File: config.mk
export PLATFORM = sky130hd
export DESIGN_NAME = addr_gen
export DESIGN_NICKNAME = d
export VERILOG_FILES = /design/src/vga_pkg.sv /design/src/addr_gen.sv
export VERILOG_INCLUDE_DIRS = /design/src
export SDC_FILE = /design/constraint.sdc
export NUM_CORES = 1
export LEC_CHECK = 0
export BUFFER_PORTS_ARGS = -buffer_cell sky130_fd_sc_hd__buf_2
export CAP_MARGIN = 20
export CORE_AREA = 2 2 84 86
export DETAILED_ROUTE_END_ITERATION = 8
export DIE_AREA = 0 0 86 88
export MAX_ROUTING_LAYER = met4
export PLACE_DENSITY_LB_ADDON = 0.15
export SLEW_MARGIN = 20
export SYNTH_ARGS = -nofsm -noshare
export SYNTH_HDL_FRONTEND = slang
export SYNTH_SLANG_ARGS = --single-unit
export TNS_END_PERCENT = 10
File: constraint.sdc
create_clock -name clk -period 0.86 [get_ports clk]
set_clock_uncertainty 0.2 [all_clocks]
set_input_delay 0.172 -clock clk [delete_from_list [all_inputs] [get_ports clk]]
set_output_delay 0.172 -clock clk [all_outputs]
set_load 0.02 [all_outputs]
File: src/vga_defs.svh
`ifndef VGA_DEFS_SVH
`define VGA_DEFS_SVH

////////////////////////////////////////
// horizontal timing, in pixels
////////////////////////////////////////
`define VGA_HD 640
`define VGA_HF 16
`define VGA_HS 96
`define VGA_HB 48
`define VGA_HT 800

////////////////////////////////////////
// vertical timing, in lines
////////////////////////////////////////
`define VGA_VD 480
`define VGA_VF 10
`define VGA_VS 2
`define VGA_VB 33
`define VGA_VT 525

// source image held in the rom
`define IMG_W 320
`define IMG_H 240
`define IMG_WORDS 76800
`define ADDR_W 17

`endif

File: src/vga_pkg.sv
package vga_pkg;

    // raster position straight from the counters
    typedef struct packed {
        logic [9:0] h;
        logic [9:0] v;
        logic       active;
    } scan_pos_t;

    // user controls as they arrive at the top
    typedef struct packed {
        logic en;
        logic dir;
        logic vmir;
        logic hmir;
        logic enlarge;
    } view_in_t;

    // view held constant for one whole frame
    typedef struct packed {
        logic [8:0] run_x;
        logic [7:0] run_y;
        logic       hmir;
        logic       vmir;
        logic [1:0] zoom;
    } view_state_t;

    typedef struct packed {
        logic [3:0] r;
        logic [3:0] g;
        logic [3:0] b;
    } rgb_t;

    // active low syncs, active high display enable
    typedef struct packed {
        logic hsync;
        logic vsync;
        logic de;
    } sync_t;

endpackage

File: src/addr_gen.sv
`timescale 1ns/1ns
`include "vga_defs.svh"

module addr_gen (
    input  logic                 clk,
    input  logic                 rst,
    input  vga_pkg::scan_pos_t   pos_i,
    input  vga_pkg::view_state_t view_i,
    output logic [`ADDR_W-1:0]   addr_o,
    output logic                 active_o
);

    logic        [9:0]  h_eff;
    logic        [9:0]  v_eff;
    logic signed [11:0] dx;
    logic signed [11:0] dy;
    logic signed [11:0] sx;
    logic signed [11:0] sy;
    logic signed [11:0] x_wrap;
    logic signed [11:0] y_wrap;
    logic        [8:0]  x_src;
    logic        [7:0]  y_src;

    // blanking positions fold onto the origin so the address stays in range
    assign h_eff = pos_i.active ? pos_i.h : 10'd0;
    assign v_eff = pos_i.active ? pos_i.v : 10'd0;

    // distance from screen centre, scaled down by the zoom shift
    assign dx = $signed({2'b00, h_eff}) - 12'sd320;
    assign dy = $signed({2'b00, v_eff}) - 12'sd240;

    assign sx = 12'sd160 + (dx >>> view_i.zoom) + $signed({3'b000, view_i.run_x});
    assign sy = 12'sd120 + (dy >>> view_i.zoom) + $signed({4'b0000, view_i.run_y});

    // one subtract is enough, sx stays below 2*IMG_W in the active area
    assign x_wrap = (sx >= 12'(`IMG_W)) ? sx - 12'(`IMG_W) : sx;
    assign y_wrap = (sy >= 12'(`IMG_H)) ? sy - 12'(`IMG_H) : sy;

    assign x_src = view_i.hmir ? 9'(`IMG_W - 1) - x_wrap[8:0] : x_wrap[8:0];
    assign y_src = view_i.vmir ? 8'(`IMG_H - 1) - y_wrap[7:0] : y_wrap[7:0];

    always_ff @(posedge clk) begin
        addr_o <= `ADDR_W'(y_src) * `ADDR_W'(`IMG_W) + `ADDR_W'(x_src);
    end

    always_ff @(posedge clk or posedge rst) begin
        if (rst) begin
            active_o <= 1'b0;
        end else begin
            active_o <= pos_i.active;
        end
    end

endmodule

==> out/metrics.json <==
{
  "fp.dieArea_mm2": 0.00757,
  "ys_top_cells_by_area": "sky130_fd_sc_hd__ha_1, sky130_fd_sc_hd__dfxtp_1, sky130_fd_sc_hd__xnor2_1",
  "tritoncts": "done",
  "min_period_ns": 6.59,
  "highest-signal-layer": "met4",
  "cts.clk_slew.worst_paths_ns": 0.08,
  "cts.root.buffer_cell": "sky130_fd_sc_hd__clkbuf_8",
  "final-max-slew-violation-count": 0,
  "placement.cell_area_mm2": 0.00469,
  "final_min_period_over_clock_period_pct": 767,
  "gate_count_post_synth": 414,
  "max_slew_margin_pct": 53.3,
  "synth_area_per_cell_um2": 7.84,
  "first_global_vias": 4053,
  "class_of_the_most_critical_hold_timing_path": "in -> reg",
  "initial_utilization_pct": 48.8,
  "largest_stage_delay_on_the_critical_path_ns": 0.38,
  "yosys_warnings": 0,
  "final_nets": 734,
  "max_cap_viol_count": 0,
  "run_status": "finished with violations",
  "timing.setup.critical_path_class": "in -> reg",
  "coreArea_mm2": 0.00664,
  "critPathSlowestCell": "sky130_fd_sc_hd__or3_4",
  "wl_met2_mm": 6.62,
  "routed_wire_length_mm": 12.8,
  "design.portCount": 62,
  "dieHeight_um": 88,
  "vias_cell": 5.71,
  "drt_first_pass_iters": 4,
  "register_cell_area_after_layout_um2": 384,
  "synth_seq_area_share_pct": 11.3,
  "power.total_mw": 21.5,
  "pre_cts_slack_ns": -5.93,
  "finalSetupViolCount": 35,
  "multiInputGateArea_mm2": 0.00324,
  "critPathLaunch": "view_i[0]",
  "num_vias": 4062,
  "finalCoreUtilization_pct": 86.1,
  "failed_checks": "negative hold slack, negative setup slack",
  "synth_top_cell_area_share_pct": 20.4,
  "synthesis.nets": 515,
  "count_of_unresolved_drc_violations_after_routing": 0,
  "cts_inserted_buffers": 3,
  "critical_path_peak_fanout": 5,
  "hold_viol_final": 1,
  "ctsLongestPathBuffers": 2,
  "vdd_drop_max_v": 0.00268,
  "max_freq_mhz": 152,
  "grt_remaining_overflow": 0,
  "grt_pass1_wl_mm": 17.4,
  "synth_top_flop_cell": "sky130_fd_sc_hd__dfxtp_1",
  "gp_congestion": 0.852,
  "route.detailed.wl_per_inst_um": 18.0,
  "worst_slew_pin_slew_ns": 0.691,
  "synth_largest_area_cell": "sky130_fd_sc_hd__ha_1",
  "routed-wl-met3_um": 565,
  "tritoncts_num_sinks": 18,
  "grt.total_usage_pct": 29.2,
  "antenna_found_initial": 0,
  "final.setup.worst_slack_ns": -5.73,
  "layout_common_cells": "sky130_fd_sc_hd__buf_4, sky130_fd_sc_hd__inv_1, sky130_fd_sc_hd__buf_2",
  "fp-row-count": 30,
  "synth_seq_cells": 18,
  "final_common_cell": "sky130_fd_sc_hd__buf_4",
  "cts.htree.levels": 1,
  "mappedNetlistArea_mm2": 0.00324,
  "drt-initial-drc-count": 162,
  "post-route-cell-area_mm2": 0.00572,
  "hold-worst-slack_ns": -0.0425,
  "count_of_flip_flops_with_a_built_in_enable_after_synthesis": 0,
  "crit_path_capture_type": "flip-flop",
  "startpoint_class": "input pin",
  "place_hpwl_mm": 7.49,
  "power_density_mw_per_mm2": 3760,
  "grt_start_max_net_pins": 15,
  "ant_nets": 0,
  "async_flop_share_pct": 5.56,
  "p_leak_nw": 2.81,
  "die_x_um": 86,
  "numPortBuffers": 61,
  "final_layout_size_suffix_gt1_share_pct": 55.9,
  "fillers": 344,
  "min-delay-start": "pos_i[0]",
  "arrival_ns": 6.59,
  "hold_buffers": 1,
  "antenna-diode-count": 0,
  "setup_repair_after_global_routing_missed_its_margin": "true",
  "area_growth_pct": 76.3,
  "synth_cell_types": 62,
  "wirelength_met1_mm": 4.74,
  "worst-endpoint-required_ns": 0.85
}
==> registers in the layout, indices dropped and copies added (netlist names) <==
name and flops:
addr_o 17, active_o 1
==> stage by stage <==
stage / std cells / TNS (ns) / hold WS (ns)
global route: 712 / -67.99 / -0.0466
CTS: 704 / -61.40 / -0.0429
global placement: 674 / -64.31 / -0.178
floorplan: 414 / -58.43 / -0.299
detailed placement: 674 / -66.83 / -0.178
finish: 712 / -66.03 / -0.0425
==> cell usage after synthesis (2+ instances only) <==
master                      n
sky130_fd_sc_hd__a21oi_1   25
sky130_fd_sc_hd__nor2b_1    4
sky130_fd_sc_hd__a211oi_1   5
sky130_fd_sc_hd__buf_1      4
sky130_fd_sc_hd__o21ai_0   21
sky130_fd_sc_hd__mux2i_1   12
sky130_fd_sc_hd__o21bai_1   4
sky130_fd_sc_hd__or3b_2     2
sky130_fd_sc_hd__mux2_2     8
sky130_fd_sc_hd__nor2_1    28
sky130_fd_sc_hd__o211ai_1   4
sky130_fd_sc_hd__nand3_1   10
sky130_fd_sc_hd__ha_1      53
sky130_fd_sc_hd__nand2_1   29
sky130_fd_sc_hd__clkbuf_1   7
sky130_fd_sc_hd__a32o_1     2
sky130_fd_sc_hd__xor2_1    18
sky130_fd_sc_hd__a21o_1    10
sky130_fd_sc_hd__nand3b_1   4
sky130_fd_sc_hd__o22ai_1    2
sky130_fd_sc_hd__and2_1     3
sky130_fd_sc_hd__a31oi_1    5
sky130_fd_sc_hd__or2_2      3
sky130_fd_sc_hd__and3_1     3
sky130_fd_sc_hd__nor3b_1    4
sky130_fd_sc_hd__fa_1       4
sky130_fd_sc_hd__dfxtp_1   17
sky130_fd_sc_hd__xnor2_1   30
sky130_fd_sc_hd__and4_1     2
sky130_fd_sc_hd__or3_1      3
sky130_fd_sc_hd__o31a_1     2
sky130_fd_sc_hd__nor3_1    11
sky130_fd_sc_hd__inv_1     46
==> worst paths after layout <==
kind / to / slack (ns) / cells after the start
min in group asynchronous: active_o / 0.09 / 3
setup / recovery: addr_o[16] / -5.73 / 35
hold / removal: active_o / -0.04 / 2
max in group asynchronous: active_o / 0.27 / 3
==> what timing repair did <==
item	in CTS	in global routing
gates resized for setup	110	65
pin swaps	45	42
buffers inserted	24	10
gates cloned	1	0
endpoints found under the setup margin	35	35
endpoints found under the hold margin	2	1
==> final cells by class <==
type | count | area share, %
timing repair buffer | 228 | 31.0
multi-input combinational | 336 | 56.6
sequential | 18 | 6.72
tap | 80 | 1.75
clock buffer | 4 | 0.963
inverter | 46 | 3.02
==> layer usage <==
layer	GRT usage, %	vias up
li1	-	1892
met1	29.2	1903
met2	57.6	184
met3	2.17	83
met4	12.7	0
met5	-	-
==> logic make-up (layout without fill, tap and decap cells) <==
kind of cell | after synthesis | after routing | synth area share [%]
flops | 18 | 18 | 11.3
fa+ha+maj | 58 | 58 | 23.2
simple gates | 113 | 113 | 17.7
buf+inv | 60 | 278 | 7.33
mux | 21 | 21 | 7.17
xor+xnor | 48 | 48 | 13.0
compound gates | 96 | 96 | 20.3
==> critical path, delay by kind of cell <==
kind            cells  cell delay [ns]
xor+xnor            2             0.31
simple gates       10             1.61
compound gates     13             2.23
buf+inv             2             0.15
mux                 2             0.58
fa+ha+maj           6             1.53
==> power by group <==
group          switching, mW  internal [mW]  total (mW)
sequential             0.157           1.39        1.55
clock                  0.325          0.408       0.733
combinational           8.75           10.5        19.2
Power figures use the tool's default switching activity.
