==> src/vga_defs.svh <==
`ifndef VGA_DEFS_SVH
`define VGA_DEFS_SVH

////////////////////////////////////////
// horizontal timing, in pixels
////////////////////////////////////////
`define VGA_HD 640
`define VGA_HF 16
`define VGA_HS 96
`define VGA_HB 48
`define VGA_HT 800

////////////////////////////////////////
// vertical timing, in lines
////////////////////////////////////////
`define VGA_VD 480
`define VGA_VF 10
`define VGA_VS 2
`define VGA_VB 33
`define VGA_VT 525

// source image held in the rom
`define IMG_W 320
`define IMG_H 240
`define IMG_WORDS 76800
`define ADDR_W 17

`endif

==> src/vga_pkg.sv <==
package vga_pkg;

    // raster position straight from the counters
    typedef struct packed {
        logic [9:0] h;
        logic [9:0] v;
        logic       active;
    } scan_pos_t;

    // user controls as they arrive at the top
    typedef struct packed {
        logic en;
        logic dir;
        logic vmir;
        logic hmir;
        logic enlarge;
    } view_in_t;

    // view held constant for one whole frame
    typedef struct packed {
        logic [8:0] run_x;
        logic [7:0] run_y;
        logic       hmir;
        logic       vmir;
        logic [1:0] zoom;
    } view_state_t;

    typedef struct packed {
        logic [3:0] r;
        logic [3:0] g;
        logic [3:0] b;
    } rgb_t;

    // active low syncs, active high display enable
    typedef struct packed {
        logic hsync;
        logic vsync;
        logic de;
    } sync_t;

endpackage

==> src/view_ctrl.sv <==
`timescale 1ns/1ns
`include "vga_defs.svh"

module view_ctrl (
    input  logic                 clk,
    input  logic                 rst,
    input  vga_pkg::view_in_t    view_i,
    input  logic                 frame_start_i,
    output vga_pkg::view_state_t view_o
);

    import vga_pkg::*;

    view_state_t view_q;
    view_state_t view_nxt;

    ////////////////////////////////////////
    // next frame view
    ////////////////////////////////////////
    always_comb begin
        view_nxt = view_q;

        if (!view_i.en) begin
            view_nxt.run_x = '0;
            view_nxt.run_y = '0;
        end else if (view_i.dir) begin
            // right and up
            view_nxt.run_x = (view_q.run_x == 9'(`IMG_W - 1)) ? 9'd0
                                                              : view_q.run_x + 9'd1;
            view_nxt.run_y = (view_q.run_y == 8'd0) ? 8'(`IMG_H - 1)
                                                    : view_q.run_y - 8'd1;
        end else begin
            // left and down
            view_nxt.run_x = (view_q.run_x == 9'd0) ? 9'(`IMG_W - 1)
                                                    : view_q.run_x - 9'd1;
            view_nxt.run_y = (view_q.run_y == 8'(`IMG_H - 1)) ? 8'd0
                                                              : view_q.run_y + 8'd1;
        end

        view_nxt.hmir = view_i.hmir;
        view_nxt.vmir = view_i.vmir;
        view_nxt.zoom = view_i.enlarge ? 2'd2 : 2'd1;
    end

    // only changes between frames, so no frame ever tears
    always_ff @(posedge clk or posedge rst) begin
        if (rst) begin
            view_q.run_x <= '0;
            view_q.run_y <= '0;
            view_q.hmir  <= 1'b0;
            view_q.vmir  <= 1'b0;
            view_q.zoom  <= 2'd1;
        end else if (frame_start_i) begin
            view_q <= view_nxt;
        end
    end

    assign view_o = view_q;

endmodule

==> config.mk <==
export PLATFORM = sky130hd
export DESIGN_NAME = view_ctrl
export DESIGN_NICKNAME = d
export VERILOG_FILES = /design/src/vga_pkg.sv /design/src/view_ctrl.sv
export VERILOG_INCLUDE_DIRS = /design/src
export SDC_FILE = /design/constraint.sdc
export NUM_CORES = 1
export LEC_CHECK = 0
export BUFFER_PORTS_ARGS = -buffer_cell sky130_fd_sc_hd__buf_4
export CAP_MARGIN = 40
export CORE_AREA = 4 4 58 60
export DETAILED_ROUTE_END_ITERATION = 6
export DIE_AREA = 0 0 62 64
export PLACE_DENSITY = 0.87
export SLEW_MARGIN = 20
export SYNTH_ARGS = -nofsm -noshare
export SYNTH_HDL_FRONTEND = slang
export SYNTH_SLANG_ARGS = --single-unit
==> constraint.sdc <==
create_clock -name clk -period 4.6 [get_ports clk]
set_clock_uncertainty 0.1 [all_clocks]
set_input_delay 0.69 -clock clk [delete_from_list [all_inputs] [get_ports clk]]
set_output_delay 0.69 -clock clk [all_outputs]
set_load 0.03 [all_outputs]
==> metrics.md <==
| Metric | Value |
|---|---|
| Status | `complete, no violations` |
| Kind of critical path | `flip-flop to flip-flop` |
| Worst reg2reg path startpoint | `view_o[15]$_DFFE_PP0P_` |
| Minimum period implied by the final worst setup slack | `2.07 ns` |
| Die Span Y | `64 um` |
| Clock transition at the registers of the reported paths | `0.14 ns` |
| Crit path launch type | `flip-flop` |
| Peak Freq | `483 MHz` |
| Warnings from Yosys | `0` |
| Diodes inserted | `0` |
| Utilization after layout | `64.1%` |
| Number of flip-flops in the largest register | `21` |
| Most common cell after layout, fill and taps aside | `sky130_fd_sc_hd__buf_4` |
| Maximum number of pins on one net before global-route repair | `32` |
| Crit path DAT | `2.18 ns` |
| 1st-pass router iterations | `5` |
| Worst VDD drop | `0.308 mV` |
| Final setup violation count | `0` |
| Aggregate global routing overflow | `0` |
| Slowest library cell on the worst path | `sky130_fd_sc_hd__dfrtp_1` |
| Data required time of the critical path | `4.70 ns` |
| Seq cells post-synth | `21` |
| Kind of end point of the critical path | `flip-flop` |
| First-pass GRT wire length | `6800 um` |
| Placeable core area | `2930 sq um` |
| Overall via count from detail_route | `1661` |
| Power Density | `420 nW/um^2` |
| Half-perimeter wire length of the detailed placement result | `2850 um` |
| Number of maximum-capacitance constraint violations | `0` |
| Portion of the clock cycle consumed by the worst path in the final layout | `45.0%` |
| Delay of the slowest cell on the worst path | `0.53 ns` |
| Fraction of layout cells with a size suffix above 1 | `23.1%` |
| Number of library cell types mapped by synthesis | `59` |
| Routed wire length | `4050 um` |
| Clock latency at the later pin of the worst-skew pair | `0.31 ns` |
| Post-synthesis instance area | `1670 sq um` |
| Number of placement rows | `20` |
| Starting DRC count in detailed routing | `148` |
| Number of buffers added by the clock tree synthesis step | `3` |
| Timing startpoint of the critical path | `view_o[15]$_DFFE_PP0P_` |
| Via density per instance | `6.78` |
| Final number of hold-violating endpoints | `0` |
| Leading area contributor after synthesis | `sky130_fd_sc_hd__dfrtp_1` |
| Number of H-tree levels | `1` |
| Clock tree from TritonCTS | `yes` |
| Overall track demand over capacity in global routing | `22.1%` |
| Vias in the first global route | `1454` |
| Most frequently used flop master after synthesis | `sky130_fd_sc_hd__dfrtp_1` |
| Number of cell instances on the worst register-to-register path | `4` |
| Proportion of register bits with asynchronous set or reset after synthesis | `100%` |
| Portion of synthesized cell area occupied by the leading cell type | `30.0%` |
| Class of the tightest hold or removal check | `input port to async pin` |
| Slew at the pin closest to its max-slew limit | `0.485 ns` |
| Top area cells in the synthesized netlist | `sky130_fd_sc_hd__dfrtp_1, sky130_fd_sc_hd__nand2_1, sky130_fd_sc_hd__nor3_1, sky130_fd_sc_hd__o21ai_0, sky130_fd_sc_hd__ha_1` |
| Post-synthesis sequential area ratio | `31.6%` |
| Clock sink total | `21` |
| CP max FO | `11` |
| Overall die area | `3970 sq um` |
| Number of standard cells after synthesis | `194` |
| Worst slack after detailed placement | `2.58 ns` |
| Average detailed-routed wire length per instance | `16.5 um` |
| Mapped Avg Cell Area | `8.60 sq um` |
| Final weighted congestion in routability-driven placement | `0.935` |
| Area Overhead vs Synth | `12.6%` |
| Cts repair resizes | `0` |
| Hold buffer count at cts | `0` |
| # DRC | `0` |
| Count of pins on the block boundary | `29` |
| Commonest cells after routing, fill and taps aside | `sky130_fd_sc_hd__buf_4, sky130_fd_sc_hd__dfrtp_1, sky130_fd_sc_hd__nand2_1, sky130_fd_sc_hd__inv_1` |
| Setup Fix Bufs, Post-CTS | `0` |
| Placed inst area | `1850 sq um` |
| Input/output buffers | `28` |
| Clock root cell | `sky130_fd_sc_hd__clkbuf_4` |
| Capturing instance or port of the critical path | `view_o[18]$_DFFE_PP0P_` |
| Number of synthesized flops with an enable pin | `0` |
| Unrepaired setup endpoints after global routing | `false` |
| Crit path cell chain | `or3_4, nor3_1, mux2_2, a221o_1` |
| Reg2reg end | `view_o[18]$_DFFE_PP0P_` |
| Max-slew violation total from the final report | `0` |
| Final setup margin | `2.53 ns` |
| Worst rel slew slack | `67.2%` |
| Leakage power total | `0.790 nW` |
| Slack of the worst reg-to-reg path | `2.53 ns` |
| TNS Setup | `0 ns` |
| Initial standard-cell utilization of the core | `57.0%` |
| Hold Worst Slack | `0.217 ns` |
| Maximum clock insertion buffer count | `2` |
| Final-stage net count | `225` |
| Die X-Extent | `62 um` |
| Synth Net Count | `206` |
| Initial antenna violation count | `0` |
| Fill cells | `266` |
| Detail Route Antenna Nets | `0` |
| Final instance area | `1880 sq um` |
==> power breakdown <==
group          internal (W)  total [W]  leakage [nW]  switching, W
sequential         0.000221   0.000310         0.269     0.0000895
combinational      0.000160   0.000382         0.507      0.000222
clock             0.0000331  0.0000959        0.0139     0.0000628
total              0.000414   0.000788         0.790      0.000375
==> routing by layer <==
layer | part of all wire, % | GRT usage [%]
met1 | 42 | 32.2
met2 | 48 | 33.8
met3 | 8.2 | 3.03
met4 | 1.6 | 5.84
met5 | 0 | 0
==> final cells by class <==
class | count | area, sq um | area share (%)
multi-input cells | 146 | 1010 | 53.8
flip-flops and latches | 21 | 527 | 28.0
repair buffers | 29 | 225 | 12.0
inverters | 12 | 45.0 | 2.40
well taps | 33 | 41.3 | 2.20
clock buffers | 3 | 22.5 | 1.20
clock inverters | 1 | 7.51 | 0.400
==> stage by stage <==
stage | total power, W | instances
4_1_cts | 0.000789 | 245
3_3_place_gp | 0.000680 | 240
2_1_floorplan | 0.000585 | 194
3_5_place_dp | 0.000692 | 241
6_report | 0.000788 | 245
5_1_grt | 0.000846 | 245
==> logic make-up after synthesis <==
| family | synth area share, % |
|---|---|
| adder cells (fa/ha/maj) | 3.00 |
| AND/OR/NAND/NOR | 25.8 |
| buffers and inverters | 7.88 |
| multiplexers | 3.90 |
| flip-flops | 31.6 |
| AO/OA/AOI/OAI | 26.8 |
| XOR/XNOR | 1.05 |
==> worst min path at each step <==
stage	endpoint	slack (ns)	depth (start not counted)
after global routing	view_o[3]$_DFFE_PP0P_	0.22	2
after global placement	view_o[0]$_DFFE_PP1P_	0.38	2
after detailed placement	view_o[0]$_DFFE_PP1P_	0.39	2
final	view_o[3]$_DFFE_PP0P_	0.22	2
after CTS	view_o[3]$_DFFE_PP0P_	0.22	2
after floorplan	view_o[0]$_DFFE_PP1P_	0.44	2
==> critical path, delay by kind of cell (launching register included) <==
| family | cells | cell delay, ns |
|---|---|---|
| flip-flops | 1 | 0.53 |
| AND/OR/NAND/NOR | 2 | 0.65 |
| multiplexers | 1 | 0.37 |
| AO/OA/AOI/OAI | 1 | 0.32 |
==> synth_stat cells (2+ instances only) <==
cell type	count
sky130_fd_sc_hd__buf_2	6
sky130_fd_sc_hd__a211oi_1	4
sky130_fd_sc_hd__nor3_1	11
sky130_fd_sc_hd__mux2_2	4
sky130_fd_sc_hd__mux2i_1	2
sky130_fd_sc_hd__and4b_1	2
sky130_fd_sc_hd__nand3_1	8
sky130_fd_sc_hd__a31o_2	2
sky130_fd_sc_hd__dfrtp_1	20
sky130_fd_sc_hd__a21boi_0	2
sky130_fd_sc_hd__ha_1	4
sky130_fd_sc_hd__or3_1	3
sky130_fd_sc_hd__o31ai_1	5
sky130_fd_sc_hd__nor4_1	4
sky130_fd_sc_hd__a31oi_1	2
sky130_fd_sc_hd__inv_1	12
sky130_fd_sc_hd__clkbuf_1	6
sky130_fd_sc_hd__a21o_1	4
sky130_fd_sc_hd__o21ai_0	11
sky130_fd_sc_hd__buf_6	3
sky130_fd_sc_hd__o22ai_1	4
sky130_fd_sc_hd__nor2_1	10
sky130_fd_sc_hd__a221o_1	2
sky130_fd_sc_hd__nand2_1	16
sky130_fd_sc_hd__a21oi_1	7
sky130_fd_sc_hd__nor4b_1	3
sky130_fd_sc_hd__o41ai_1	2
sky130_fd_sc_hd__nand4_1	2
sky130_fd_sc_hd__o211ai_1	2
sky130_fd_sc_hd__and2_1	2
Power figures use the tool's default switching activity.
