<file path="src/vga_defs.svh">
`ifndef VGA_DEFS_SVH
`define VGA_DEFS_SVH

////////////////////////////////////////
// horizontal timing, in pixels
////////////////////////////////////////
`define VGA_HD 640
`define VGA_HF 16
`define VGA_HS 96
`define VGA_HB 48
`define VGA_HT 800

////////////////////////////////////////
// vertical timing, in lines
////////////////////////////////////////
`define VGA_VD 480
`define VGA_VF 10
`define VGA_VS 2
`define VGA_VB 33
`define VGA_VT 525

// source image held in the rom
`define IMG_W 320
`define IMG_H 240
`define IMG_WORDS 76800
`define ADDR_W 17

`endif

</file>
<file path="src/vga_pkg.sv">
package vga_pkg;

    // raster position straight from the counters
    typedef struct packed {
        logic [9:0] h;
        logic [9:0] v;
        logic       active;
    } scan_pos_t;

    // user controls as they arrive at the top
    typedef struct packed {
        logic en;
        logic dir;
        logic vmir;
        logic hmir;
        logic enlarge;
    } view_in_t;

    // view held constant for one whole frame
    typedef struct packed {
        logic [8:0] run_x;
        logic [7:0] run_y;
        logic       hmir;
        logic       vmir;
        logic [1:0] zoom;
    } view_state_t;

    typedef struct packed {
        logic [3:0] r;
        logic [3:0] g;
        logic [3:0] b;
    } rgb_t;

    // active low syncs, active high display enable
    typedef struct packed {
        logic hsync;
        logic vsync;
        logic de;
    } sync_t;

endpackage

</file>
<file path="src/vga_timing.sv">
`timescale 1ns/1ns
`include "vga_defs.svh"

module vga_timing (
    input  logic               clk,
    input  logic               rst,
    output vga_pkg::scan_pos_t pos_o,
    output vga_pkg::sync_t     sync_o,
    output logic               frame_start_o
);

    logic [9:0] h_cnt;
    logic [9:0] v_cnt;
    logic       h_last;
    logic       v_last;
    logic       active;

    assign h_last = (h_cnt == `VGA_HT - 1);
    assign v_last = (v_cnt == `VGA_VT - 1);

    ////////////////////////////////////////
    // pixel and line counters
    ////////////////////////////////////////
    always_ff @(posedge clk or posedge rst) begin
        if (rst) begin
            h_cnt <= '0;
        end else if (h_last) begin
            h_cnt <= '0;
        end else begin
            h_cnt <= h_cnt + 10'd1;
        end
    end

    // line count moves once per horizontal wrap
    always_ff @(posedge clk or posedge rst) begin
        if (rst) begin
            v_cnt <= '0;
        end else if (h_last) begin
            if (v_last) begin
                v_cnt <= '0;
            end else begin
                v_cnt <= v_cnt + 10'd1;
            end
        end
    end

    ////////////////////////////////////////
    // decode
    ////////////////////////////////////////
    assign active = (h_cnt < `VGA_HD) && (v_cnt < `VGA_VD);

    always_comb begin
        pos_o.h      = h_cnt;
        pos_o.v      = v_cnt;
        pos_o.active = active;

        sync_o.hsync = !((h_cnt >= `VGA_HD + `VGA_HF) &&
                         (h_cnt <  `VGA_HD + `VGA_HF + `VGA_HS));
        sync_o.vsync = !((v_cnt >= `VGA_VD + `VGA_VF) &&
                         (v_cnt <  `VGA_VD + `VGA_VF + `VGA_VS));
        sync_o.de    = active;
    end

    // last cycle of the last line
    assign frame_start_o = h_last && v_last;

endmodule

</file>
<file path="config.mk">
export PLATFORM = sky130hd
export DESIGN_NAME = vga_timing
export DESIGN_NICKNAME = d
export VERILOG_FILES = /design/src/vga_pkg.sv /design/src/vga_timing.sv
export VERILOG_INCLUDE_DIRS = /design/src
export SDC_FILE = /design/constraint.sdc
export NUM_CORES = 1
export LEC_CHECK = 0
export BUFFER_PORTS_ARGS = -buffer_cell sky130_fd_sc_hd__clkbuf_2
export CAP_MARGIN = 20
export CORE_MARGIN = 2
export CORE_UTILIZATION = 26
export CTS_CLUSTER_DIAMETER = 150
export DETAILED_ROUTE_END_ITERATION = 16
export GPL_TIMING_DRIVEN = 0
export PLACE_DENSITY = 0.43
export SYNTH_ARGS = -nofsm -noshare
export SYNTH_HDL_FRONTEND = slang
export SYNTH_SLANG_ARGS = --single-unit
export TNS_END_PERCENT = 20
</file>
<file path="constraint.sdc">
create_clock -name clk -period 2.4 [get_ports clk]
set_clock_uncertainty 0.1 [all_clocks]
set_input_delay 0.36 -clock clk [delete_from_list [all_inputs] [get_ports clk]]
set_output_delay 0.36 -clock clk [all_outputs]
set_load 0.005 [all_outputs]
</file>
==> flow_metrics.py, run 1 <==
metrics = {
    "die": {
        "die-width_um": 69,
        "chipHeight_um": 69,
        "start_util": 0.273,
        "dieArea_sq_um": 4760,
        "io_pins": 27,
        "coreArea_sq_um": 4030,
        "row_count": 23,
    },
    "finish": {
        "antenna_cells": 0,
        "final_common_cell": "clkbuf_2",
        "drive_gt1_frac": 0.325,
        "num-nets-final": 159,
        "syn_to_final_growth_pct": 26.9,
        "post-route-util": 0.346,
        "layout_common_cells": "25 x clkbuf_2, 18 x dfrtp_1, 13 x nand3_1",
    },
    "sta": {
        "finalHoldViolations": 0,
        "setup_slack_ns": -0.0427,
        "maxSlewHeadroom": 0.465,
        "layout_min_cycle_time_ns": 2.44,
        "tightest_slew_ns": 0.801,
        "maxSlewViolCount": 0,
        "fmax_mhz": 409,
        "rsz0062_at_grt": "true",
        "post-route-period-util": 1.02,
        "finalSetupViolations": 1,
        "whs_ns": 0.124,
    },
    "power": {
        "p_clk_frac": 0.399,
        "p_seq_frac": 0.587,
        "leakagePower_uw": 0.000644,
        "switching_share": 0.216,
        "vdd_drop_max_mv": 0.143,
        "internal_power_uw": 449,
        "switchingPower_uw": 124,
        "p_per_area_nw_per_um2": 411,
        "p_comb_frac": 0.013,
    },
    "synth": {
        "yosysUniqueCellTypes": 31,
        "netlist_instances": 118,
        "ys_seq_elements": 20,
        "avgSynthCellArea_sq_um": 9.31,
        "yosys_warnings": 0,
        "synth_area_sq_um": 1100,
        "yosysSeqAreaShare": 0.456,
        "synth_nets": 124,
    },
    "global_route": {
        "grt_max_degree": 21,
        "antenna_found_initial": 0,
        "grt_use_total": 0.119,
        "gr-total-overflow": 0,
        "grt_pass1_wl_mm": 4.57,
        "grt_pass1_vias": 955,
    },
    "run_status": {
        "status": "finished, violations left",
        "violations": "negative setup slack",
    },
    "routing": {
        "wl_per_cell_um": 13.3,
        "drcViolationCount": 0,
        "ant_nets": 0,
        "dr.pass1.iters": 4,
        "vias_per_cell": 4.87,
        "drt_iter0_drc": 36,
        "wl_mm": 2.68,
        "vias": 979,
    },
    "placed_design": {
        "place.gp.congestion": 0.756,
        "port-buffer-count": 26,
        "dpl.hpwl_mm": 1.93,
    },
    "clock_tree": {
        "insertion_delay_ns": 0.26,
        "htreeDepth": 1,
        "cts_tree": "yes",
        "cts_made_buffers": 3,
        "cts.sinks": 20,
        "cts_buffer_depth": 2,
        "cts-root-buf": "clkbuf_8",
        "clk_pin_slew_worst_paths_ns": 0.08,
    },
    "critical_path": {
        "crit_path_end_kind": "primary output",
        "cp.arrival_ns": 1.98,
        "timing.rr.start": "v_cnt[0]",
        "cp_max_fo": 2,
        "setup.worst_path.class": "reg2out",
        "startpoint": "v_cnt[0]",
        "startpoint_type": "register",
        "required_ns": 1.94,
    },
    "min_path": {
        "hp-class": "in2async",
    },
    "job": {
        "maxCapViolCount": 0,
    },
}
## flip-flops by register name, summed over array words and instances (netlist names)
name and count:
v_cnt 10, h_cnt 10
## repair_timing
item / 4_1_cts / 5_1_grt
hold buffers: 0 / 0
pin swaps: 2 / 1
resized for setup: 11 / 1
hold endpoints to repair: 0 / 0
setup buffers: 4 / 2
endpoints found under the setup margin: 1 / 1
## Yosys cell counts, drive strengths merged
cell type | n | area (sq um)
or2b | 1 | 7.51
a211oi | 2 | 20.0
nor4b | 1 | 8.76
nand2 | 11 | 41.3
nor3 | 4 | 20.0
o21ai | 7 | 35.0
or4b | 1 | 10.0
nand3 | 13 | 65.1
a31oi | 2 | 12.5
and3 | 3 | 20.0
and4 | 2 | 17.5
or4 | 2 | 15.0
xnor2 | 4 | 35.0
and2b | 1 | 8.76
a21oi | 3 | 15.0
dfrtp | 20 | 500
clkbuf | 1 | 3.75
buf | 4 | 31.3
or3 | 2 | 12.5
and2 | 2 | 12.5
nand4 | 6 | 37.5
o31a | 1 | 8.76
xor2 | 5 | 43.8
nor2 | 6 | 22.5
ha | 4 | 50.1
inv | 9 | 33.8
mux2i | 1 | 10.0
## final timing paths
| path | endpoint | cells past startpoint | slack, ns |
|---|---|---|---|
| setup / recovery | frame_start_o | 6 | -0.04 |
| hold / removal | v_cnt[7] | 2 | 0.12 |
| setup reg to reg | v_cnt[2] | 7 | 0.22 |
| hold reg to reg | v_cnt[7] | 1 | 0.42 |
| max in group asynchronous | v_cnt[1] | 2 | 1.53 |
| min in group clk | v_cnt[7] | 1 | 0.42 |
## power groups by stage
stage | combinational [uW] | clock, uW | sequential, uW
global route | 9.22 | 251 | 337
finish | 7.48 | 229 | 337
CTS | 8.34 | 234 | 337
floorplan | 5.05 | 0 | 343
detailed placement | 8.43 | 0 | 343
global placement | 8.34 | 0 | 343
## cell families (layout without fill, tap and decap cells)
kind of cell | count (synthesis) | count (layout) | synth area share
XOR/XNOR | 9 | 9 | 0.0717
flip-flops | 20 | 20 | 0.456
adder cells (fa/ha/maj) | 4 | 4 | 0.0456
AND/OR/NAND/NOR | 55 | 55 | 0.272
multiplexers | 1 | 1 | 0.00911
buffers and inverters | 14 | 47 | 0.0626
AO/OA/AOI/OAI | 15 | 15 | 0.0831
## metrics by stage
stage	instance area [sq um]	setup TNS (ns)	power [uW]	instances	setup slack (ns)
6_report	1390	-0.0427	573	201	-0.0427
5_1_grt	1390	-0.130	597	201	-0.130
4_1_cts	1390	-0.128	578	201	-0.128
3_5_place_dp	1290	-0.0863	352	194	-0.0863
3_3_place_gp	1290	-0.0887	352	194	-0.0887
2_1_floorplan	1100	0	348	118	0.156
## critical path: stages (launching register included)
cell and delay [ns]:
dfrtp_2 0.42, inv_2 0.08, ha_4 0.11, or4b_4 0.46
or4_4 0.45, nor2_2 0.09, buf_2 0.11
## cell type report
cell class / instances / area, sq um
buffer: 3 / 26.3
inverter: 9 / 33.8
multi-input combinational: 84 / 552
fill: 445 / 2640
timing repair buffer: 32 / 175
sequential: 20 / 503
clock buffer: 3 / 41.3
tap: 50 / 62.6
## metal layers
metal / vias to the layer above / global-route usage / part of all wire
li1: 486 / - / -
met4: 0 / 0.0523 / 0.016
met3: 4 / 0.0175 / 0.029
met2: 19 / 0.189 / 0.47
met1: 470 / 0.159 / 0.48
met5: - / 0 / 0
(Power assumes the default switching activity.)
==> run 2: changes to the inputs <==
--- a/config.mk
+++ b/config.mk
@@ -8,12 +8,13 @@
 export LEC_CHECK = 0
 export BUFFER_PORTS_ARGS = -buffer_cell sky130_fd_sc_hd__clkbuf_2
 export CAP_MARGIN = 20
+export CORE_ASPECT_RATIO = 1.75
 export CORE_MARGIN = 2
 export CORE_UTILIZATION = 26
 export CTS_CLUSTER_DIAMETER = 150
 export DETAILED_ROUTE_END_ITERATION = 16
 export GPL_TIMING_DRIVEN = 0
-export PLACE_DENSITY = 0.43
+export PLACE_DENSITY = 0.49
 export SYNTH_ARGS = -nofsm -noshare
 export SYNTH_HDL_FRONTEND = slang
 export SYNTH_SLANG_ARGS = --single-unit
==> flow_metrics.py, run 2 (synthesis results as in run 1) <==
metrics = {
    "sta": {
        "tightest_slew_ns": 0.825,
        "post-route-period-util": 1.04,
        "whs_ns": 0.137,
        "finalSetupViolations": 1,
        "maxSlewViolCount": 0,
        "setup_slack_ns": -0.0925,
        "finalHoldViolations": 0,
        "maxSlewHeadroom": 0.449,
        "layout_min_cycle_time_ns": 2.49,
        "fmax_mhz": 401,
        "fin_tns_setup_ns": -0.0925,
        "rsz0062_at_grt": "true",
    },
    "power": {
        "p_per_area_nw_per_um2": 404,
        "leakagePower_uw": 0.000653,
        "internal_power_uw": 449,
        "p_comb_frac": 0.014,
        "p_clk_frac": 0.397,
        "finalPower_uw": 571,
        "switching_share": 0.213,
        "switchingPower_uw": 122,
        "vdd_drop_max_mv": 0.133,
        "p_seq_frac": 0.590,
    },
    "run_status": {
        "violations": "negative setup slack",
        "status": "finished, violations left",
    },
    "global_route": {
        "gr-total-overflow": 0,
        "grt_use_total": 0.130,
        "grt_max_degree": 21,
        "grt_pass1_vias": 966,
        "antenna_found_initial": 0,
        "grt_pass1_wl_mm": 4.66,
    },
    "finish": {
        "num-nets-final": 162,
        "post-route-util": 0.343,
        "multiInputGateArea_sq_um": 552,
        "final_common_cell": "clkbuf_2",
        "layout_common_cells": "25 x clkbuf_2, 18 x dfrtp_1, 13 x nand3_1",
        "fill_cells": 455,
        "seqCellArea_sq_um": 503,
        "antenna_cells": 0,
        "drive_gt1_frac": 0.331,
        "top_regs": "h_cnt: 10 flops, v_cnt: 10 flops",
        "syn_to_final_growth_pct": 28.5,
    },
    "routing": {
        "vias_per_cell": 4.95,
        "wl_per_cell_um": 13.5,
        "ant_nets": 0,
        "wl_met2_mm": 1.52,
        "drt-met1-wl_mm": 1.07,
        "met3_wirelength_um": 90,
        "highest_layer": "met4",
        "drcViolationCount": 0,
        "drt_iter0_drc": 29,
        "vias": 1004,
        "wl_mm": 2.74,
        "dr.pass1.iters": 4,
    },
    "critical_path": {
        "setup.worst_path.class": "reg2out",
        "crit_path_end_kind": "primary output",
        "required_ns": 1.94,
        "cp.arrival_ns": 2.03,
        "startpoint_type": "register",
        "cp_max_fo": 2,
    },
    "die": {
        "chipHeight_um": 90.0,
        "row_count": 31,
        "start_util": 0.267,
        "coreArea_sq_um": 4110,
        "io_pins": 27,
        "die-width_um": 53.1,
        "dieArea_sq_um": 4780,
    },
    "job": {
        "maxCapViolCount": 0,
    },
    "placed_design": {
        "place.gp.congestion": 0.712,
        "port-buffer-count": 26,
        "dpl.hpwl_mm": 1.96,
    },
    "clock_tree": {
        "cts-root-buf": "clkbuf_8",
        "cts_made_buffers": 3,
        "cts.sinks": 20,
        "clk_pin_slew_worst_paths_ns": 0.07,
        "cts_buffer_depth": 2,
        "htreeDepth": 1,
        "cts_tree": "yes",
        "insertion_delay_ns": 0.26,
    },
    "min_path": {
        "hp-class": "in2async",
    },
}
run 2: changes by cell type in the layout (fill, tap and decap cells not counted), sizes merged:
| cell | previous run | this run |
|---|---|---|
| buf | 10 | 12 |
| clkbuf | 28 | 29 |
run 2: power groups by stage:
stage / combinational (uW) / sequential [uW] / clock, uW
after global routing: 9.60 / 337 / 251
after floorplan: 5.05 / 343 / 0
after detailed placement: 8.72 / 343 / 0
after global placement: 8.13 / 343 / 0
after CTS: 8.62 / 337 / 233
final: 7.71 / 337 / 226
run 2: path summary, 6_finish.rpt:
kind	startpoint	end	slack [ns]	depth (start not counted)
min in group clk	v_cnt[9]	v_cnt[9]	0.44	1
max in group asynchronous	rst	v_cnt[1]	1.50	2
hold reg to reg	v_cnt[9]	v_cnt[9]	0.44	1
setup / recovery	v_cnt[0]	frame_start_o	-0.09	6
hold / removal	rst	v_cnt[2]	0.14	2
setup reg to reg	v_cnt[0]	v_cnt[2]	0.17	7
run 2: worst max-delay path, cell delays in order (launching register included):
cell     delay, ns
dfrtp_2       0.42
inv_2         0.08
ha_4          0.12
or4b_4        0.46
or4_4         0.51
nor2_2        0.08
buf_2         0.11
run 2: metrics by stage:
step	cells	setup WS [ns]	area, sq um
6_report	203	-0.0925	1410
2_1_floorplan	118	0.156	1100
3_5_place_dp	193	-0.138	1290
4_1_cts	201	-0.163	1400
3_3_place_gp	193	-0.115	1290
5_1_grt	203	-0.201	1410
run 2: layer usage:
| metal | vias to the layer above | track usage |
|---|---|---|
| li1 | 490 | - |
| met1 | 485 | 0.147 |
| met2 | 24 | 0.228 |
| met5 | - | 0 |
| met3 | 5 | 0.0199 |
| met4 | 0 | 0.0577 |
run 2: timing repair:
item | CTS | global route
pin swaps | 2 | 2
buffers inserted | 5 | 3
hold buffers | 0 | 0
gates resized for setup | 10 | 2
endpoints found under the setup margin | 1 | 1
run 2: area by class of cell:
| cell class | instances | share of cell area |
|---|---|---|
| clock buffer | 3 | 0.0293 |
| tap | 49 | 0.0434 |
| multi-input combinational | 84 | 0.391 |
| timing repair buffer | 34 | 0.135 |
| inverter | 9 | 0.0239 |
| buffer | 4 | 0.0213 |
| sequential | 20 | 0.356 |
