$ cat config.mk
export PLATFORM = sky130hd
export DESIGN_NAME = pixel_out
export DESIGN_NICKNAME = d
export VERILOG_FILES = /design/src/vga_defs.svh /design/src/vga_pkg.sv /design/src/pixel_out.sv
export SDC_FILE = /design/constraint.sdc
export NUM_CORES = 1
export LEC_CHECK = 0
export ABC_AREA = 0
export BUFFER_PORTS_ARGS = -buffer_cell sky130_fd_sc_hd__buf_4
export CAP_MARGIN = 5
export CORE_MARGIN = 2
export CORE_UTILIZATION = 38
export CTS_CLUSTER_DIAMETER = 40
export DETAILED_ROUTE_END_ITERATION = 6
export GPL_ROUTABILITY_DRIVEN = 0
export PLACE_DENSITY = 0.71
export SKIP_CTS_REPAIR_TIMING = 1
export SLEW_MARGIN = 20
export SYNTH_ARGS = -nofsm -noshare
export SYNTH_HDL_FRONTEND = slang
export SYNTH_SLANG_ARGS = --single-unit
export TNS_END_PERCENT = 1
$ cat constraint.sdc
create_clock -name clk -period 0.9 [get_ports clk]
set_clock_uncertainty 0.15 [all_clocks]
set_input_delay 0.18 -clock clk [delete_from_list [all_inputs] [get_ports clk]]
set_output_delay 0.18 -clock clk [all_outputs]
set_load 0.02 [all_outputs]
$ cat src/vga_defs.svh
`ifndef VGA_DEFS_SVH
`define VGA_DEFS_SVH

////////////////////////////////////////
// horizontal timing, in pixels
////////////////////////////////////////
`define VGA_HD 640
`define VGA_HF 16
`define VGA_HS 96
`define VGA_HB 48
`define VGA_HT 800

////////////////////////////////////////
// vertical timing, in lines
////////////////////////////////////////
`define VGA_VD 480
`define VGA_VF 10
`define VGA_VS 2
`define VGA_VB 33
`define VGA_VT 525

// source image held in the rom
`define IMG_W 320
`define IMG_H 240
`define IMG_WORDS 76800
`define ADDR_W 17

`endif

$ cat src/vga_pkg.sv
package vga_pkg;

    // raster position straight from the counters
    typedef struct packed {
        logic [9:0] h;
        logic [9:0] v;
        logic       active;
    } scan_pos_t;

    // user controls as they arrive at the top
    typedef struct packed {
        logic en;
        logic dir;
        logic vmir;
        logic hmir;
        logic enlarge;
    } view_in_t;

    // view held constant for one whole frame
    typedef struct packed {
        logic [8:0] run_x;
        logic [7:0] run_y;
        logic       hmir;
        logic       vmir;
        logic [1:0] zoom;
    } view_state_t;

    typedef struct packed {
        logic [3:0] r;
        logic [3:0] g;
        logic [3:0] b;
    } rgb_t;

    // active low syncs, active high display enable
    typedef struct packed {
        logic hsync;
        logic vsync;
        logic de;
    } sync_t;

endpackage

$ cat src/pixel_out.sv
`timescale 1ns/1ns

module pixel_out (
    input  logic           clk,
    input  logic           rst,
    input  vga_pkg::sync_t sync_i,
    input  logic           active_i,
    input  logic [11:0]    word_i,
    output vga_pkg::rgb_t  rgb_o,
    output logic           hsync_o,
    output logic           vsync_o,
    output logic           de_o
);

    import vga_pkg::*;

    sync_t sync_d1;
    sync_t sync_d2;
    logic  active_d1;

    // sync travels two stages, active one, to meet the rom word
    always_ff @(posedge clk or posedge rst) begin
        if (rst) begin
            sync_d1   <= '{hsync: 1'b1, vsync: 1'b1, de: 1'b0};
            sync_d2   <= '{hsync: 1'b1, vsync: 1'b1, de: 1'b0};
            active_d1 <= 1'b0;
        end else begin
            sync_d1   <= sync_i;
            sync_d2   <= sync_d1;
            active_d1 <= active_i;
        end
    end

    ////////////////////////////////////////
    // output registers
    ////////////////////////////////////////
    always_ff @(posedge clk or posedge rst) begin
        if (rst) begin
            rgb_o   <= '0;
            hsync_o <= 1'b1;
            vsync_o <= 1'b1;
            de_o    <= 1'b0;
        end else begin
            rgb_o   <= active_d1 ? rgb_t'(word_i) : '0;
            hsync_o <= sync_d2.hsync;
            vsync_o <= sync_d2.vsync;
            de_o    <= sync_d2.de;
        end
    end

endmodule

==> results.md, run 1 <==
Timing:
- Adding up every negative setup slack in the final design gives -4.001 ns.
- The share of the clock period used by the worst path after layout is 141.0%.
- The final number of max-transition violations is 0.
- The post-route worst hold slack is -0.05758 ns.
- Setup repair after global routing could not meet its margin everywhere.
- The number of hold-slack violations in the final timing report is 10.
- For the pin with the worst max-slew slack, the measured transition is roughly 0.18 ns.
- The routed design could run at a clock period as short as roughly 1.3 ns.
- Once routing completed, OpenROAD measured the worst setup slack at -0.3693 ns.
- The number of setup violations in the final report is 20.
- In this run the tightest slew margin relative to its limit is around 88%.
- The maximum frequency from static timing analysis is between 700 and 800 MHz.

Logic synthesis:
- The cell area after synthesis is 658.1 um^2.
- In this run, distinct cell masters in the synthesized netlist total 6.
- When the netlist entered floorplanning its net count stood at 54.
- The share of synthesized area occupied by flip-flops and latches is a little over four fifths.
- The Yosys step of the flow raised 0 warnings.
- The post-synthesis instance total is 36.
- The average instance in the mapped netlist occupies approximately 18 um^2.
- The register bit count reported by yosys is 22.

Critical path:
- STA classifies the critical path startpoint as a flop.
- The delay contributed by the slowest stage of the critical path is around 0.54 ns.
- The worst setup path is captured at an output port.
- The critical path in this run is classified as reg -> out.
- The count of buffering cells on the critical path with inverters included is 1.
- The arrival time at the worst endpoint is approximately 0.94 ns.
- On the critical path the largest part of the delay comes from flip-flops.
- The data required time of the worst path is 0.57 ns.
- The critical-path cell with the highest stage delay is sky130_fd_sc_hd__dfstp_2.
- The critical path goes through buf_6.
- The critical-path maximum fanout is 1.

Placed design:
- The sum of net half-perimeters after detailed placement is 850.7 um.
- The count of input and output buffers is 32.
- The total placed instance area is approximately 900 um^2.

Run status:
- The flow ran to the end, but the final reports show violations.
- The final reports fail on negative hold slack, negative setup slack.

Job:
- Max-cap violations in this run came to 0.

Detailed routing:
- The total length of routed wires is between 1 and 1.5 mm.
- The final route contains 424 vias.
- After detailed routing, the average wire length per cell comes to roughly 13 um.
- The via-per-instance ratio is ~4.4.
- The violation count after the first detailed-route iteration is 2.
- The remaining routing DRC violations is 0.
- The first-pass iteration count of the detailed router is 2.
- The count of nets left with antenna violations after detail routing is 0.

Clocking:
- In this run the number of H-tree levels came out at 1.
- The later pin in the worst-skew pair is clocked with a latency of about 0.29 ns.
- The number of clock buffers inserted by TritonCTS is 3.
- TritonCTS built the clock tree.
- Clock-pin slew was measured on the worst setup and hold paths at 0.11 ns.
- CTS saw 22 sinks.
- The maximum buffer depth of the clock tree is 2.
- The tree is rooted in a sky130_fd_sc_hd__clkbuf_4.

Final layout:
- The growth of design area from synthesis to finish is 65.21%.
- The final layout contains 99 nets.
- With fillers left out, the area of the finished cells amounts to 1087 um^2.
- The post-route netlist has around two thirds of its cells at a drive strength greater than 1.
- The antenna diode count is 0.
- The final-layout fill cell count is between 100 and 150.

Min path:
- The kind of path behind the tightest hold check is in -> reg.

Pwr:
- The areal power density over the cells is about 1600 nW/um^2.
- The leakage component of the power is around 0.54 nW.
- The largest vdd supply drop is between 0.8 and 0.9 mV.

GRT:
- The first global-routing pass estimated 1.621 mm of wire.
- The number of global-route vias before repair is 373.
- The initial antenna violation count was 0.
- Global routing finished with a remaining overflow of 0.
- In the global route stage, overall resource usage came out at 11.97%.
- The maximum number of pins on one net before global-route repair is 14.

Die:
- The area of the die is ~2100 um^2.
- The I/O pin total is 33.
- The starting utilization of the core area is about two fifths.
- The chip height is roughly 46 um.
- The die boundary width is ~46 um.
- The area of the core is approximately 1700 um^2.
- The standard-cell row count is 15.
-- synth_stat cells --
cell	instances	area, um^2
sky130_fd_sc_hd__dfrtp_1	16	400.4
sky130_fd_sc_hd__and2_2	8	60.06
sky130_fd_sc_hd__and2_1	4	25.02
sky130_fd_sc_hd__dfstp_2	6	157.7
sky130_fd_sc_hd__buf_6	1	11.26
sky130_fd_sc_hd__inv_1	1	3.750
-- metal layers --
metal / vias up / global-route usage [%] / wire length [um] / share of wire (%)
met5: - / 0 / 0 / 0
met4: 0 / 8.824 / 14 / 1.1
met3: 2 / 5.556 / 116 / 9.1
met2: 24 / 18.31 / 714 / 56
met1: 205 / 12.79 / 427 / 34
li1: 193 / - / - / -
-- placed cells by master, fill, tap and decap left out --
cell / synthesis / final
sky130_fd_sc_hd__and2_1: 4 / 4
sky130_fd_sc_hd__dfstp_2: 6 / 6
sky130_fd_sc_hd__inv_1: 1 / 1
sky130_fd_sc_hd__buf_6: 1 / 15
sky130_fd_sc_hd__clkbuf_1: 0 / 1
sky130_fd_sc_hd__dlygate4sd3_1: 0 / 7
sky130_fd_sc_hd__dfrtp_2: 0 / 1
sky130_fd_sc_hd__clkbuf_4: 0 / 3
sky130_fd_sc_hd__dfrtp_1: 16 / 15
sky130_fd_sc_hd__buf_4: 0 / 19
sky130_fd_sc_hd__and2_4: 0 / 8
-- power by group --
| group | total, mW | internal, mW | switching, mW |
|---|---|---|---|
| clock | 0.434 | 0.172 | 0.262 |
| combinational | 0.261 | 0.162 | 0.0983 |
| sequential | 1.08 | 1.05 | 0.0269 |
-- kinds of logic after synthesis --
logic type | count (synthesis) | share of synthesized area (%)
flip-flops | 22 | 84.79
buffers and inverters | 2 | 2.281
AND/OR/NAND/NOR | 12 | 12.93
-- cell type report --
cell class | count | area [um^2] | area share, %
clock buffers | 4 | 26.28 | 2.417
inverters | 1 | 3.754 | 0.3452
flip-flops and latches | 22 | 559.3 | 51.44
well taps | 17 | 21.27 | 1.956
repair buffers | 41 | 381.6 | 35.10
multi-input cells | 12 | 95.09 | 8.746
-- state kept, by name (all words and copies together) (netlist names) --
signal,count
hsync_o,1
sync_d1,3
de_o,1
rgb_o,12
vsync_o,1
active_d1,1
sync_d2,3
-- final timing paths --
check | endpoint | slack, ns | cells after the start | from
max reg2reg | rgb_o[1]$_DFF_PP0_ | -0.02 | 1 | active_d1$_DFF_PP0_
min in group asynchronous | rgb_o[4]$_DFF_PP0_ | 0.29 | 4 | rst
min reg2reg | sync_d2[2]$_DFF_PP1_ | 0.21 | 0 | sync_d1[2]$_DFF_PP1_
max | hsync_o | -0.37 | 1 | hsync_o$_DFF_PP1_
min | rgb_o[6]$_DFF_PP0_ | -0.06 | 2 | word_i[6]
max in group asynchronous | sync_d1[2]$_DFF_PP1_ | 0.10 | 4 | rst
-- metrics by stage --
stage / power [mW] / util (%) / setup slack [ns] / std cells
6_report: 1.771 / 65.09 / -0.3693 / 97
5_1_grt: 1.865 / 65.09 / -0.4147 / 97
4_1_cts: 1.728 / 56.85 / -0.3890 / 90
3_5_place_dp: 1.292 / 55.28 / -0.05525 / 86
3_3_place_gp: 1.284 / 55.28 / -0.04765 / 86
2_1_floorplan: 1.169 / - / -0.01012 / 36
(Power assumes the default switching activity.)
==> run 2: changes to the inputs <==
--- a/config.mk
+++ b/config.mk
@@ -8,12 +8,14 @@
 export ABC_AREA = 0
 export BUFFER_PORTS_ARGS = -buffer_cell sky130_fd_sc_hd__buf_4
 export CAP_MARGIN = 5
+export CELL_PAD_IN_SITES_DETAIL_PLACEMENT = 0
+export CELL_PAD_IN_SITES_GLOBAL_PLACEMENT = 1
 export CORE_MARGIN = 2
-export CORE_UTILIZATION = 38
+export CORE_UTILIZATION = 30
 export CTS_CLUSTER_DIAMETER = 40
 export DETAILED_ROUTE_END_ITERATION = 6
 export GPL_ROUTABILITY_DRIVEN = 0
-export PLACE_DENSITY = 0.71
+export PLACE_DENSITY_LB_ADDON = 0.1
 export SKIP_CTS_REPAIR_TIMING = 1
 export SLEW_MARGIN = 20
 export SYNTH_ARGS = -nofsm -noshare
==> results.md, run 2 (same netlist as run 1, synthesis figures left out) <==
Job:
- The number of maximum-capacitance violations is 0 (unchanged).

Clocking:
- The TritonCTS clock tree is done.
- In this run the clock root is driven by a sky130_fd_sc_hd__clkbuf_4.
- The source-to-sink clock delay at the later pin of the worst-skew pair came to 0.30 ns (about the same).
- The maximum buffer depth of the clock tree came to 2 (unchanged).
- The H-tree depth is 1 (unchanged).
- The number of clock buffers inserted by TritonCTS is 3 (unchanged).
- The sink count of the clock tree is 22 (unchanged).
- The clock transition time at the flip-flop clock pins of the worst setup and hold paths is 0.12 ns (about the same).

Pwr:
- The net switching component of the power is 0.4029 mW (+4.1%).
- The post-route total power is 2.073 mW (+17%).
- The share of total power in sequential cells is 51.8% (-9.0 points).
- The switching portion of total power was 19.43% (-2.4 points).
- The leakage component of the power was 0.5637 nW (+3.9%).
- The combinational share of power is 12.9% (-1.8 points).
- The internal cell power came to 1.670 mW (+21%).
- The largest vdd supply drop is 0.8001 mV (-11%).
- The relative contribution of the clock network to total power is 35.3% (+11 points).
- The areal power density over the cells was 1801 nW/um^2 (+11%).

Detailed routing:
- The remaining routing DRC violations is 0 (unchanged).
- The total number of vias is 404 (-4.7%).
- The via-per-instance ratio came to 3.741 (-14%).
- The first-pass iteration count of the detailed router came to 2 (unchanged).
- The count of nets left with antenna violations after detail routing is 0 (unchanged).
- The total length of routed wires is 1.028 mm (-19%).
- The detailed-route wire length per cell came to 9.519 um (-27%).
- The violation count after the first detailed-route iteration is 1 (-1).

Final layout:
- Relative to the synthesized area, the layout overhead comes to 74.90%.
- The number of flip-flops under the largest register name was 12 (unchanged).
- The non-filler instance count after layout was 108 (+11%).
- The total area of multi-input combinational cells is 95.09 um^2 (unchanged).
- The library cell used most frequently in the layout, excluding fill and tap cells, is sky130_fd_sc_hd__buf_4.
- The final-layout fill cell count is 179 (+49%).
- The finished layout cell area is 1151 um^2 (+5.9%).
- More flip-flops sit in one register than any other, and that register is rgb_o.
- The library cells used most frequently in the layout, excluding fill and tap cells, are sky130_fd_sc_hd__buf_4, sky130_fd_sc_hd__dfrtp_1, sky130_fd_sc_hd__buf_6.
- In the final layout, the registers with the most flip-flops are rgb_o: 12 flops, sync_d1: 3 flops, sync_d2: 3 flops.
- The share of layout cells above drive strength 1 is 64.20% (-0.80 points).
- The antenna diode count is 0 (unchanged).
- The total area of sequential cells is 559.3 um^2 (unchanged).
- The net total in the final layout was 100 (+1.0%).

Critical path:
- The delay contributed by the slowest stage of the critical path is 0.55 ns (about the same).
- The worst setup path is of the reg -> out kind.
- The critical path goes through buf_6.
- The reg-to-reg endpoint is rgb_o[4]$_DFF_PP0_.
- The critical-path maximum fanout came to 1 (unchanged).
- The worst setup path is captured at an output port.
- The arrival time at the worst endpoint came to 0.95 ns (about the same).
- The depth of the most critical reg-to-reg path is 1 (unchanged).
- The critical-path cell with the highest stage delay is sky130_fd_sc_hd__dfstp_2.
- The data required time of the worst path is 0.57 ns (about the same).
- The startpoint type of the worst setup path is a flop.
- Among cell families on the critical path, the largest total delay comes from flip-flops.
- The count of buffering cells on the critical path with inverters included is 1 (unchanged).
- The startpoint identified for the worst register-to-register timing path is active_d1$_DFF_PP0_.
- The register-to-register setup slack is -0.02 ns (about the same).

Timing:
- The share of the clock period used by the worst path after layout is 142.3% (+1.3 points).
- The number of hold-slack violations in the final timing report came to 8 (-2).
- The maximum frequency from static timing analysis is 780.8 MHz (-0.89%).
- The final number of max-transition violations was 0 (unchanged).
- The transition at the pin with the smallest max-transition slack was 0.1863 ns (+0.004573 ns).
- The relative slew slack is 87.58% (-0.30 points).
- The minimum setup slack in the final design is -0.3807 ns (-0.01137 ns).
- Setup repair after global routing could not meet its margin everywhere.
- The accumulated negative setup slack is -4.125 ns (-0.1245 ns).
- The number of setup violations in the final report is 27 (+35%).
- The post-route worst hold slack is -0.06242 ns (-0.004840 ns).
- The minimum clock period is 1.281 ns (+0.01137 ns).

GRT:
- The total global routing overflow came to 0 (unchanged).
- The initial antenna violation count is 0 (unchanged).
- The maximum number of pins on one net before global-route repair was 23 (+9).
- The global-route usage over all layers is 8.608% (-3.4 points).
- The first-pass GRT wire length was 1.573 mm (-3.0%).
- The number of global-route vias before repair is 371 (-0.54%).

Die:
- The starting utilization of the core area came to 32.55% (-6.9 points).
- The area of the die was 2584 um^2 (+24%).
- The I/O pin total is 33 (unchanged).
- The standard-cell row count is 16 (+1).
- The chip height is 50.84 um (+11%).
- The die boundary width came to 50.84 um (+11%).
- The area of the core came to 2022 um^2 (+21%).

Run status:
- The checks that failed: negative hold slack, negative setup slack.
- The run finished, with violations left.

Min path:
- The cell depth of the worst min-delay path is 2 (unchanged).
- The capture endpoint of the worst hold path is rgb_o[7]$_DFF_PP0_.
- The kind of path behind the tightest hold check is in -> reg.
- The start point of the worst min-delay path is word_i[7].

Placed design:
- The total placed instance area is 940.9 um^2 (+1.9%).
- The count of input and output buffers was 32 (unchanged).
- The total placed cells including tap cells is 95 (+10%).
==> run 2: cell count changes in the layout (fill, tap and decap cells not counted), sizes merged <==
| cell | previous run | this run |
|---|---|---|
| buf | 34 | 33 |
| dlygate4sd3 | 7 | 9 |
| bufinv | 0 | 1 |
| clkbuf | 4 | 3 |
==> run 2: worst max path at each step <==
stage,from,endpoint,slack [ns],cells after the start
5_1_grt,hsync_o$_DFF_PP1_,hsync_o,-0.43,1
6_report,hsync_o$_DFF_PP1_,hsync_o,-0.38,1
3_3_place_gp,vsync_o$_DFF_PP1_,vsync_o,-0.05,1
3_5_place_dp,hsync_o$_DFF_PP1_,hsync_o,-0.05,1
4_1_cts,hsync_o$_DFF_PP1_,hsync_o,-0.41,1
2_1_floorplan,active_d1$_DFF_PP0_,rgb_o[0]$_DFF_PP0_,-0.01,2
==> run 2: metal layers <==
metal	GRT usage, %	wire length [um]	vias up
li1	-	-	196
met1	9.266	338	190
met2	14.69	623	18
met3	2.632	66	0
met4	5.405	0	0
met5	0	0	-
==> run 2: cell type report <==
cell class	instances	area share [%]
inverter	1	0.3261
clock inverter	1	2.609
timing repair buffer	42	35.33
sequential	22	48.59
tap	27	2.935
clock buffer	3	1.957
multi-input combinational	12	8.261
==> run 2: metrics by stage <==
stage          setup WS (ns)  util, %
2_1_floorplan       -0.01012        -
3_3_place_gp        -0.04838    46.53
3_5_place_dp        -0.05142    46.53
4_1_cts              -0.4120    49.13
5_1_grt              -0.4337    56.93
6_report             -0.3807    56.93
==> run 2: power groups by stage <==
stage	Combinational [mW]	Clock (mW)	Sequential, mW
2_1_floorplan	0.0428	0	1.13
3_3_place_gp	0.206	0	1.08
3_5_place_dp	0.208	0	1.08
4_1_cts	0.208	0.763	1.07
5_1_grt	0.288	0.823	1.08
6_report	0.268	0.732	1.07
